## src/hw/whirlpool_settings.svh

```systemverilog
`ifndef WHIRLPOOL_SETTINGS_SVH
`define WHIRLPOOL_SETTINGS_SVH

// Number of rounds of the W cipher
`define WP_ROUNDS 10

// APB byte address width
`define WP_APB_AW 8

// Register map offsets in bytes on the APB
`define WP_KEY_BASE    8'h00
`define WP_BLOCK_BASE  8'h40
`define WP_CTRL_ADDR   8'h80
`define WP_STATUS_ADDR 8'h84
`define WP_RESULT_BASE 8'hc0

`endif
```

## src/hw/whirlpool_pkg.sv

```systemverilog
package whirlpool_pkg;

    // One byte of the cipher state
    typedef logic [7:0] wp_byte_t;

    // One state row; column 0 sits in the most significant byte
    typedef wp_byte_t [0:7] wp_row_t;

    // The 512-bit state seen either as one word or as an 8x8 byte matrix.
    // Byte 8*row+col lands at bits 8*(8*row+col) .. +7 counted from the MSB,
    // so both members share the same layout and need no wiring between them.
    typedef union packed {
        logic [511:0]     flat; // Register and port view
        wp_row_t [0:7]    mat;  // Row 0 in the most significant 64 bits
    } wp_state_t;

endpackage

```

## src/hw/whirlpool_apb_regs.sv

```systemverilog
`include "whirlpool_settings.svh"

module whirlpool_apb_regs (
    input  logic                      clk,
    input  logic                      rst,
    input  logic                      psel,
    input  logic                      penable,
    input  logic                      pwrite,
    input  logic [`WP_APB_AW-1:0]     paddr,
    input  logic [31:0]               pwdata,
    output logic [31:0]               prdata,
    output logic                      pready,
    output logic                      pslverr,
    output whirlpool_pkg::wp_state_t  key,
    output whirlpool_pkg::wp_state_t  block,
    output logic                      start,
    input  whirlpool_pkg::wp_state_t  result,
    input  logic                      busy,
    input  logic                      done
);
    import whirlpool_pkg::*;

    logic        access;
    logic        wr;
    logic        rd;
    logic        aligned;
    logic [`WP_APB_AW-1:0] region; // Address with the word offset cleared
    logic [3:0]  word_idx;         // Word inside a 64-byte region
    logic        hit_key;
    logic        hit_block;
    logic        hit_ctrl;
    logic        hit_status;
    logic        hit_result;
    logic        mapped;
    logic        core_busy;
    logic        wr_ok;

    assign pready = 1'b1; // Every transfer completes in its access cycle

    assign access   = psel & penable;
    assign wr       = access & pwrite;
    assign rd       = access & ~pwrite;
    assign aligned  = paddr[1:0] == 2'b00;
    assign region   = {paddr[`WP_APB_AW-1:6], 6'd0};
    assign word_idx = paddr[5:2];

    assign hit_key    = aligned && region == `WP_KEY_BASE;
    assign hit_block  = aligned && region == `WP_BLOCK_BASE;
    assign hit_ctrl   = paddr == `WP_CTRL_ADDR;
    assign hit_status = paddr == `WP_STATUS_ADDR;
    assign hit_result = aligned && region == `WP_RESULT_BASE;
    assign mapped     = hit_key | hit_block | hit_ctrl | hit_status | hit_result;

    // A pending start pulse counts as busy so the inputs stay stable for the core
    assign core_busy = busy | start;

    assign pslverr = access & (~mapped
                             | (pwrite & (hit_status | hit_result))
                             | (pwrite & (hit_key | hit_block) & core_busy));

    assign wr_ok = wr & ~core_busy;

    always_ff @(posedge clk) begin
        if (rst) begin
            key   <= '0;
            block <= '0;
            start <= 1'b0;
        end else begin
            start <= wr_ok & hit_ctrl & pwdata[0]; // One-cycle pulse
            if (wr_ok && hit_key) begin
                key.flat[511 - 32 * word_idx -: 32] <= pwdata;
            end
            if (wr_ok && hit_block) begin
                block.flat[511 - 32 * word_idx -: 32] <= pwdata;
            end
        end
    end

    // Word i carries bytes 4i to 4i+3 with byte 4i on top
    always_comb begin
        prdata = '0;
        if (rd) begin
            if (hit_key) begin
                prdata = key.flat[511 - 32 * word_idx -: 32];
            end else if (hit_block) begin
                prdata = block.flat[511 - 32 * word_idx -: 32];
            end else if (hit_status) begin
                prdata = {30'd0, done, busy};
            end else if (hit_result) begin
                prdata = result.flat[511 - 32 * word_idx -: 32];
            end
        end
    end

endmodule

```

## config.mk

```make
export PLATFORM = sky130hd
export DESIGN_NAME = whirlpool_apb_regs
export DESIGN_NICKNAME = d
export VERILOG_FILES = /design/src/hw/whirlpool_pkg.sv /design/src/hw/whirlpool_apb_regs.sv
export VERILOG_INCLUDE_DIRS = /design/src /design/src/hw
export SDC_FILE = /design/constraint.sdc
export NUM_CORES = 2
export LEC_CHECK = 0
export BUFFER_PORTS_ARGS = -buffer_cell sky130_fd_sc_hd__buf_2
export CAP_MARGIN = 10
export CORE_AREA = 2 2 621 623
export CTS_BUF_LIST = sky130_fd_sc_hd__clkbuf_8
export CTS_CLUSTER_SIZE = 14
export DETAILED_ROUTE_END_ITERATION = 12
export DIE_AREA = 0 0 623 625
export GPL_TIMING_DRIVEN = 0
export HOLD_SLACK_MARGIN = 0.02
export PLACE_DENSITY = 0.35
export REMOVE_ABC_BUFFERS = 1
export SLEW_MARGIN = 0
export SYNTH_ARGS = -nofsm -noshare
export SYNTH_HDL_FRONTEND = slang
export SYNTH_SLANG_ARGS = --single-unit
```

## constraint.sdc

```tcl
create_clock -name clk -period 2.2 [get_ports clk]
set_input_delay 0.11 -clock clk [delete_from_list [all_inputs] [get_ports clk]]
set_output_delay 0.11 -clock clk [all_outputs]
set_load 0.03 [all_outputs]
```

* Word level (Yosys, flattened, before mapping) *
Index checks and enable logic that the tools add are counted.

cells by class
  add/sub/neg operators = 2
  $mul = 0
  divide/modulo/power cells = 0
  $lt $le $gt $ge = 0
  equal/unequal tests = 4
  shift-type cells = 5
  muxes and demuxes = 7
  bitwise gates (word level) = 21
  reductions and logical operators = 7

operators by type and width
  cell                                                                       count
  543-bit by 33-bit variable part select with 32-bit output                  3
  512-bit bitwise mux                                                        2
  32-bit by 34-bit variable shift with 543-bit output, first input constant  1
  32-bit by 34-bit variable part select with 543-bit output                  1
  32-bit 2-to-1 mux                                                          5
  32-bit negation with 34-bit output                                         1
  8-bit equality test, second input constant                                 2
  1-bit bitwise AND                                                          10
  9-bit by 9-bit subtractor with 10-bit output, first input constant         1
  8-bit zero test                                                            1
  1-bit bitwise OR                                                           8
  1-bit logical AND                                                          5
  1-bit inverter                                                             3
  2-bit by 1-bit equality test with 1-bit output, second input constant      1
  2-bit equality test, second input constant                                 1
  2-bit zero test                                                            1

storage, ports and cells
  register bits after elaboration = 1025
  latch bits = 0
  RAM bits = 0
  memory bits (read-only) = 0
  bits of input ports = 559
  output and inout port bits = 1059
  logic and storage cells = 49
  memories kept = 0

* Longest topological paths before layout *
  word-level depth = 10
  mapped depth = 10
  gate-level depth less buffers = 5

* Worst setup path after synthesis *
OpenSTA, ideal clock, no wires.

  path kind = input-to-output
  from = in paddr[4]
  to = out prdata[30]
  data arrival time = 2.180 ns
  required time = 2.090 ns
  path slack = -0.090 ns
  stages = 8
  path buffers = 3
  cell sequence = buf_2 buf_2 clkbuf_1 mux4_2 nor2_1 nor2_1 o21ai_0 a211oi_1

on the way
  word-level cells in the longest chain between the ends = 7
  elaborated cells between the ends (all ways) = 10
  classes of those cells = add/sub: 1; eq/ne: 1; shift: 3; mux: 5

ends and longest elaborated chain
  element                                                    RTL line                                                                      source
  start: declaration                                         whirlpool_apb_regs.sv:9                                                       input logic [`WP_APB_AW-1:0] paddr,
  9-bit by 9-bit subtractor with 10-bit output               whirlpool_apb_regs.sv:84, whirlpool_apb_regs.sv:86, whirlpool_apb_regs.sv:90
  543-bit by 33-bit variable part select with 32-bit output  whirlpool_apb_regs.sv:90                                                      prdata = result.flat[511 - 32 * word_idx -: 32];
  32-bit 2-to-1 mux                                          whirlpool_apb_regs.sv:89                                                      end else if (hit_result) begin
  32-bit 2-to-1 mux                                          whirlpool_apb_regs.sv:87                                                      end else if (hit_status) begin
  32-bit 2-to-1 mux                                          whirlpool_apb_regs.sv:85                                                      end else if (hit_block) begin
  32-bit 2-to-1 mux (*)                                      whirlpool_apb_regs.sv:83                                                      if (hit_key) begin
  32-bit 2-to-1 mux (*)                                      whirlpool_apb_regs.sv:82                                                      if (rd) begin
  end: declaration                                           whirlpool_apb_regs.sv:11                                                      output logic [31:0] prdata,

Mark *: on every way between the ends. The rest lies on a longest branch, timed or not.

* Worst setup path after layout *
  from = reg key[92] (netlist bit)
  to = out prdata[28]

on the way
  word-level cells in the longest chain between the ends = 3

ends and longest elaborated chain
  element                                                    RTL line                  source
  start: declaration                                         whirlpool_apb_regs.sv:14  output whirlpool_pkg::wp_state_t key,
  543-bit by 33-bit variable part select with 32-bit output  whirlpool_apb_regs.sv:84  prdata = key.flat[511 - 32 * word_idx -: 32];
  32-bit 2-to-1 mux                                          whirlpool_apb_regs.sv:83
  32-bit 2-to-1 mux                                          whirlpool_apb_regs.sv:82

No other way between the ends.

==> impl_metrics.csv <==
group,metric,value,unit
outcome,run_status,"finished with violations",
outcome,violations,"negative setup slack",
critical_path,worstSetupEndpointType,"output pin",
power_and_ir_drop,power-per-cell-area,608,nW/µm²
synthesis,synth_ff_type,"dfxtp_1",
synthesis,ys_seq_area_share,42.0,%
power_and_ir_drop,peakVddDrop,0.000448,V
cells_and_area,finish.cell_count_without_fillers,12600,
critical_path,cp_num_buf_inv,1,
synthesis,synth_top_area_share,42.0,%
power_and_ir_drop,internal-power,31.8,mW
clock_network,clk-insertion-delay-late,1.03,ns
synthesis,synth.yosys.warnings,0,
critical_path,startpoint,"key[92]$_SDFFE_PP0P_",
power_and_ir_drop,power.leakage,28.7,nW
clock_network,tritoncts.num_buffers,212,
floorplan,die_width,623,µm
critical_path,startpoint_type,"flop",
critical_path,timing.critical_path.arrival,3.36,ns
global_routing,grt_pass1_wl,602000,µm
global_routing,grt.overflow.total,0,
drt,drt_first_iter_violations,5944,
timing,clock.fmax,288,MHz
synthesis,synth_enable_flop_cells,0,
cells_and_area,syn2layout_area_growth,52.4,%
timing,final_critical_path_setup_slack,-1.27,ns
timing,finalCriticalPeriod,3.47,ns
global_routing,grt_antenna_before_repair,215,
timing,final-max-slew-violation-count,0,
synthesis,syn_area_per_cell,8.65,µm²
clock_network,clkSinkCount,1025,
drt,ant_nets,0,
global_routing,grt_start_max_net_pins,143,
timing,grt_setup_unrepaired,"true",
floorplan,floorplan.initialDensity,12.7,%
placement,placedCellCount,11900,
global_routing,track_usage,23.9,%
floorplan,io_pins,1618,
critical_path,critical_path.most_common_cell,"mux4_2",
global_routing,via_count_of_the_first_global_routing_pass,51200,
clock_network,cts_tree,"done",
drt,drt_pre_antenna_iters,5,
critical_path,crit_path_top_delay_cell,"mux4_2",
timing,layout_worst_path_cycle_share,158,%
synthesis,post_synth_num_cell_types,61,
placement,gpl.final_weighted_congestion,0.941,
cells_and_area,filler_cell_count,42600,
power_and_ir_drop,power.switching,13.6,mW
synthesis,post-synth-top-count-cell,"nand2_1",
min_path,worstHoldStart,"pwdata[23]",
synthesis,synth.cells.most_frequent,"2,164 x nand2_1, 1,025 x dfxtp_1, 1,006 x a21oi_1",
floorplan,die_h,625,µm
drt,post-route-drc-count,0,
clock_network,clock_path_buffers,4,
floorplan,std_cell_core_area,384000,µm²
synthesis,netlist_area_before_placement,48900,µm²
drt,vias,54700,
synthesis,leading_post_synthesis_cells_by_cell_area,"dfxtp_1 42%, mux4_2 17%, nand2_1 17%, a21oi_1 10%, clkbuf_1 2.5%",
flow_run,max-cap-violations,0,
timing,post_route_setup_tns,-34.60,ns
critical_path,critPathMaxFanout,3,
critical_path,critical_path_class,"flop to output pin",
clock_network,clk_transition_reported_paths,0.06,ns
power_and_ir_drop,power,45.3,mW
power_and_ir_drop,power_frac_clock,48.1,%
timing,hold_violations,0,
timing,post_route_skew,0.0620,ns
timing,actual_slew_at_the_worst_max_slew_pin,1.33,ns
synthesis,synth_top_cell_by_area,"dfxtp_1",
clock_network,cts-root-buf,"clkbuf_8",
timing,finalSetupViolCount,58,
drt,routed_wire_length,489000,µm
min_path,hold_crit_path_type,"input pin to flop",
cells_and_area,final_net_count,7864,
synthesis,asyncSetResetFlopFracSynth,0,%
synthesis,ys_seq_elements,1025,
power_and_ir_drop,seqPwrFrac,40.9,%
timing,slew_headroom,11.1,%
power_and_ir_drop,sw_frac_of_total,29.9,%
floorplan,die_area,389000,µm²
critical_path,timing.critical_path.cells,"mux4_2 > mux4_2 > o21ai_4 > a31oi_4 > buf_6",
placement,post-dp-hpwl,374000,µm
drt,detail_route.wl_per_cell,38.7,µm
critical_path,critical-path-max-stage-delay,0.70,ns
floorplan,rows,228,
cells_and_area,drive_above_1_share,42.4,%
critical_path,critical_path_required,2.09,ns
critical_path,r2r-start,"start$_SDFF_PP0_",
synthesis,postSynthCellCount,5650,
power_and_ir_drop,comb_power_share,11.0,%
drt,detail_route.vias_per_cell,4.33,
clock_network,cts-htree-levels,4,
critical_path,cpLargestDelayFamily,"multiplexers",
placement,port-buffer-count,1616,
area by class of cell:
cell class	instances	area [µm²]	share of cell area [%]
Antenna cell	120	300	0.403
Multi-Input combinational cell	4020	27200	36.5
Tap cell	5060	6330	8.50
Clock buffer	269	3700	4.97
Clock inverter	104	664	0.892
Inverter	3	30.0	0.0403
Timing Repair Buffer	2043	15600	20.9
Sequential cell	1025	20700	27.8
registers in the layout, indices dropped and copies added, names as in the netlist:
name,count
key,512
block,512
start,1
cell usage in the layout, fill, tap and decap left out, drive strengths merged, types with 3 or more instances in the layout:
cell            n
nand2        2165
nand3          17
clkinv         14
a221oi         26
bufbuf         18
mux2i          48
o22ai          23
a21boi          9
o2111ai         3
a21oi        1049
dlygate4sd3    54
mux2           20
o21ai          44
o311ai          3
clkinvlp        8
a211oi         17
o211ai         16
a31oi          15
and2            6
inv            80
or3            37
a22oi          17
mux4          377
dfxtp        1025
a211o           3
nor3           39
a22o           12
nand2b          7
nor2           23
clkbuf        283
o32ai           3
nand4           3
bufinv          5
buf          1955
diode         120
nand4b          3
o221ai         11
nor4b           3
path summary, 6_finish.rpt:
path / endpoint / slack, ns / depth (start not counted)
max: prdata[28] / -1.27 / 5
min: key[87]$_SDFFE_PP0P_ / 0.08 / 4
max reg2reg: key[59]$_SDFFE_PP0P_ / -0.06 / 9
min reg2reg: block[253]$_SDFFE_PP0P_ / 0.46 / 2
layer usage:
metal,up-vias,share of wire (%),track usage (%)
li1,23000,-,-
met1,27700,39,28.3
met2,3151,48,40.7
met3,806,8.1,6.25
met4,80,5.1,9.64
met5,-,0.11,0
worst register-to-register path: stages, from the launching register on:
cell and delay, ns:
dfxtp_2 0.33, nor2_4 0.17, nand4_1 0.13, buf_6 0.20, buf_16 0.17, clkbuf_16 0.19
or3_4 0.49, clkbuf_16 0.25, nand2_1 0.08, a21oi_1 0.06
logic make-up after synthesis:
family,share of synthesized area (%)
compound gates,14.2
buf+inv,6.01
flops,42.0
mux,18.8
other cells,0.00767
simple gates,19.0
per-stage QoR:
stage / hold slack (ns) / utilization, % / cell area, µm² / worst slack [ns]
floorplan: 0.172 / - / 45900 / -2.50
global placement: 0.450 / 15.7 / 60400 / -26.48
detailed placement: 0.414 / 17.0 / 65100 / -2.89
CTS: 0.0213 / 19.0 / 73000 / -1.38
global route: 0.0638 / 19.4 / 74300 / -1.31
finish: 0.0845 / 19.4 / 74500 / -1.27
power groups by stage:
stage	registers, mW	logic [mW]	clock network, mW
floorplan	19.0	0.909	0
global placement	19.0	4.50	0
detailed placement	19.0	4.45	0
CTS	18.6	5.05	22.3
global route	18.5	5.13	23.0
finish	18.6	4.97	21.8
repair_timing:
item                                    in CTS  in global routing
pin swaps                                   82                118
endpoints found under the setup margin    1057                169
hold endpoints to repair                  1025                  0
buffers inserted                           101                 32
resized for setup                          369                216
cloned                                      25                 10
hold buffers                                58                  0
No activity file was read; power rests on OpenSTA's default activity.
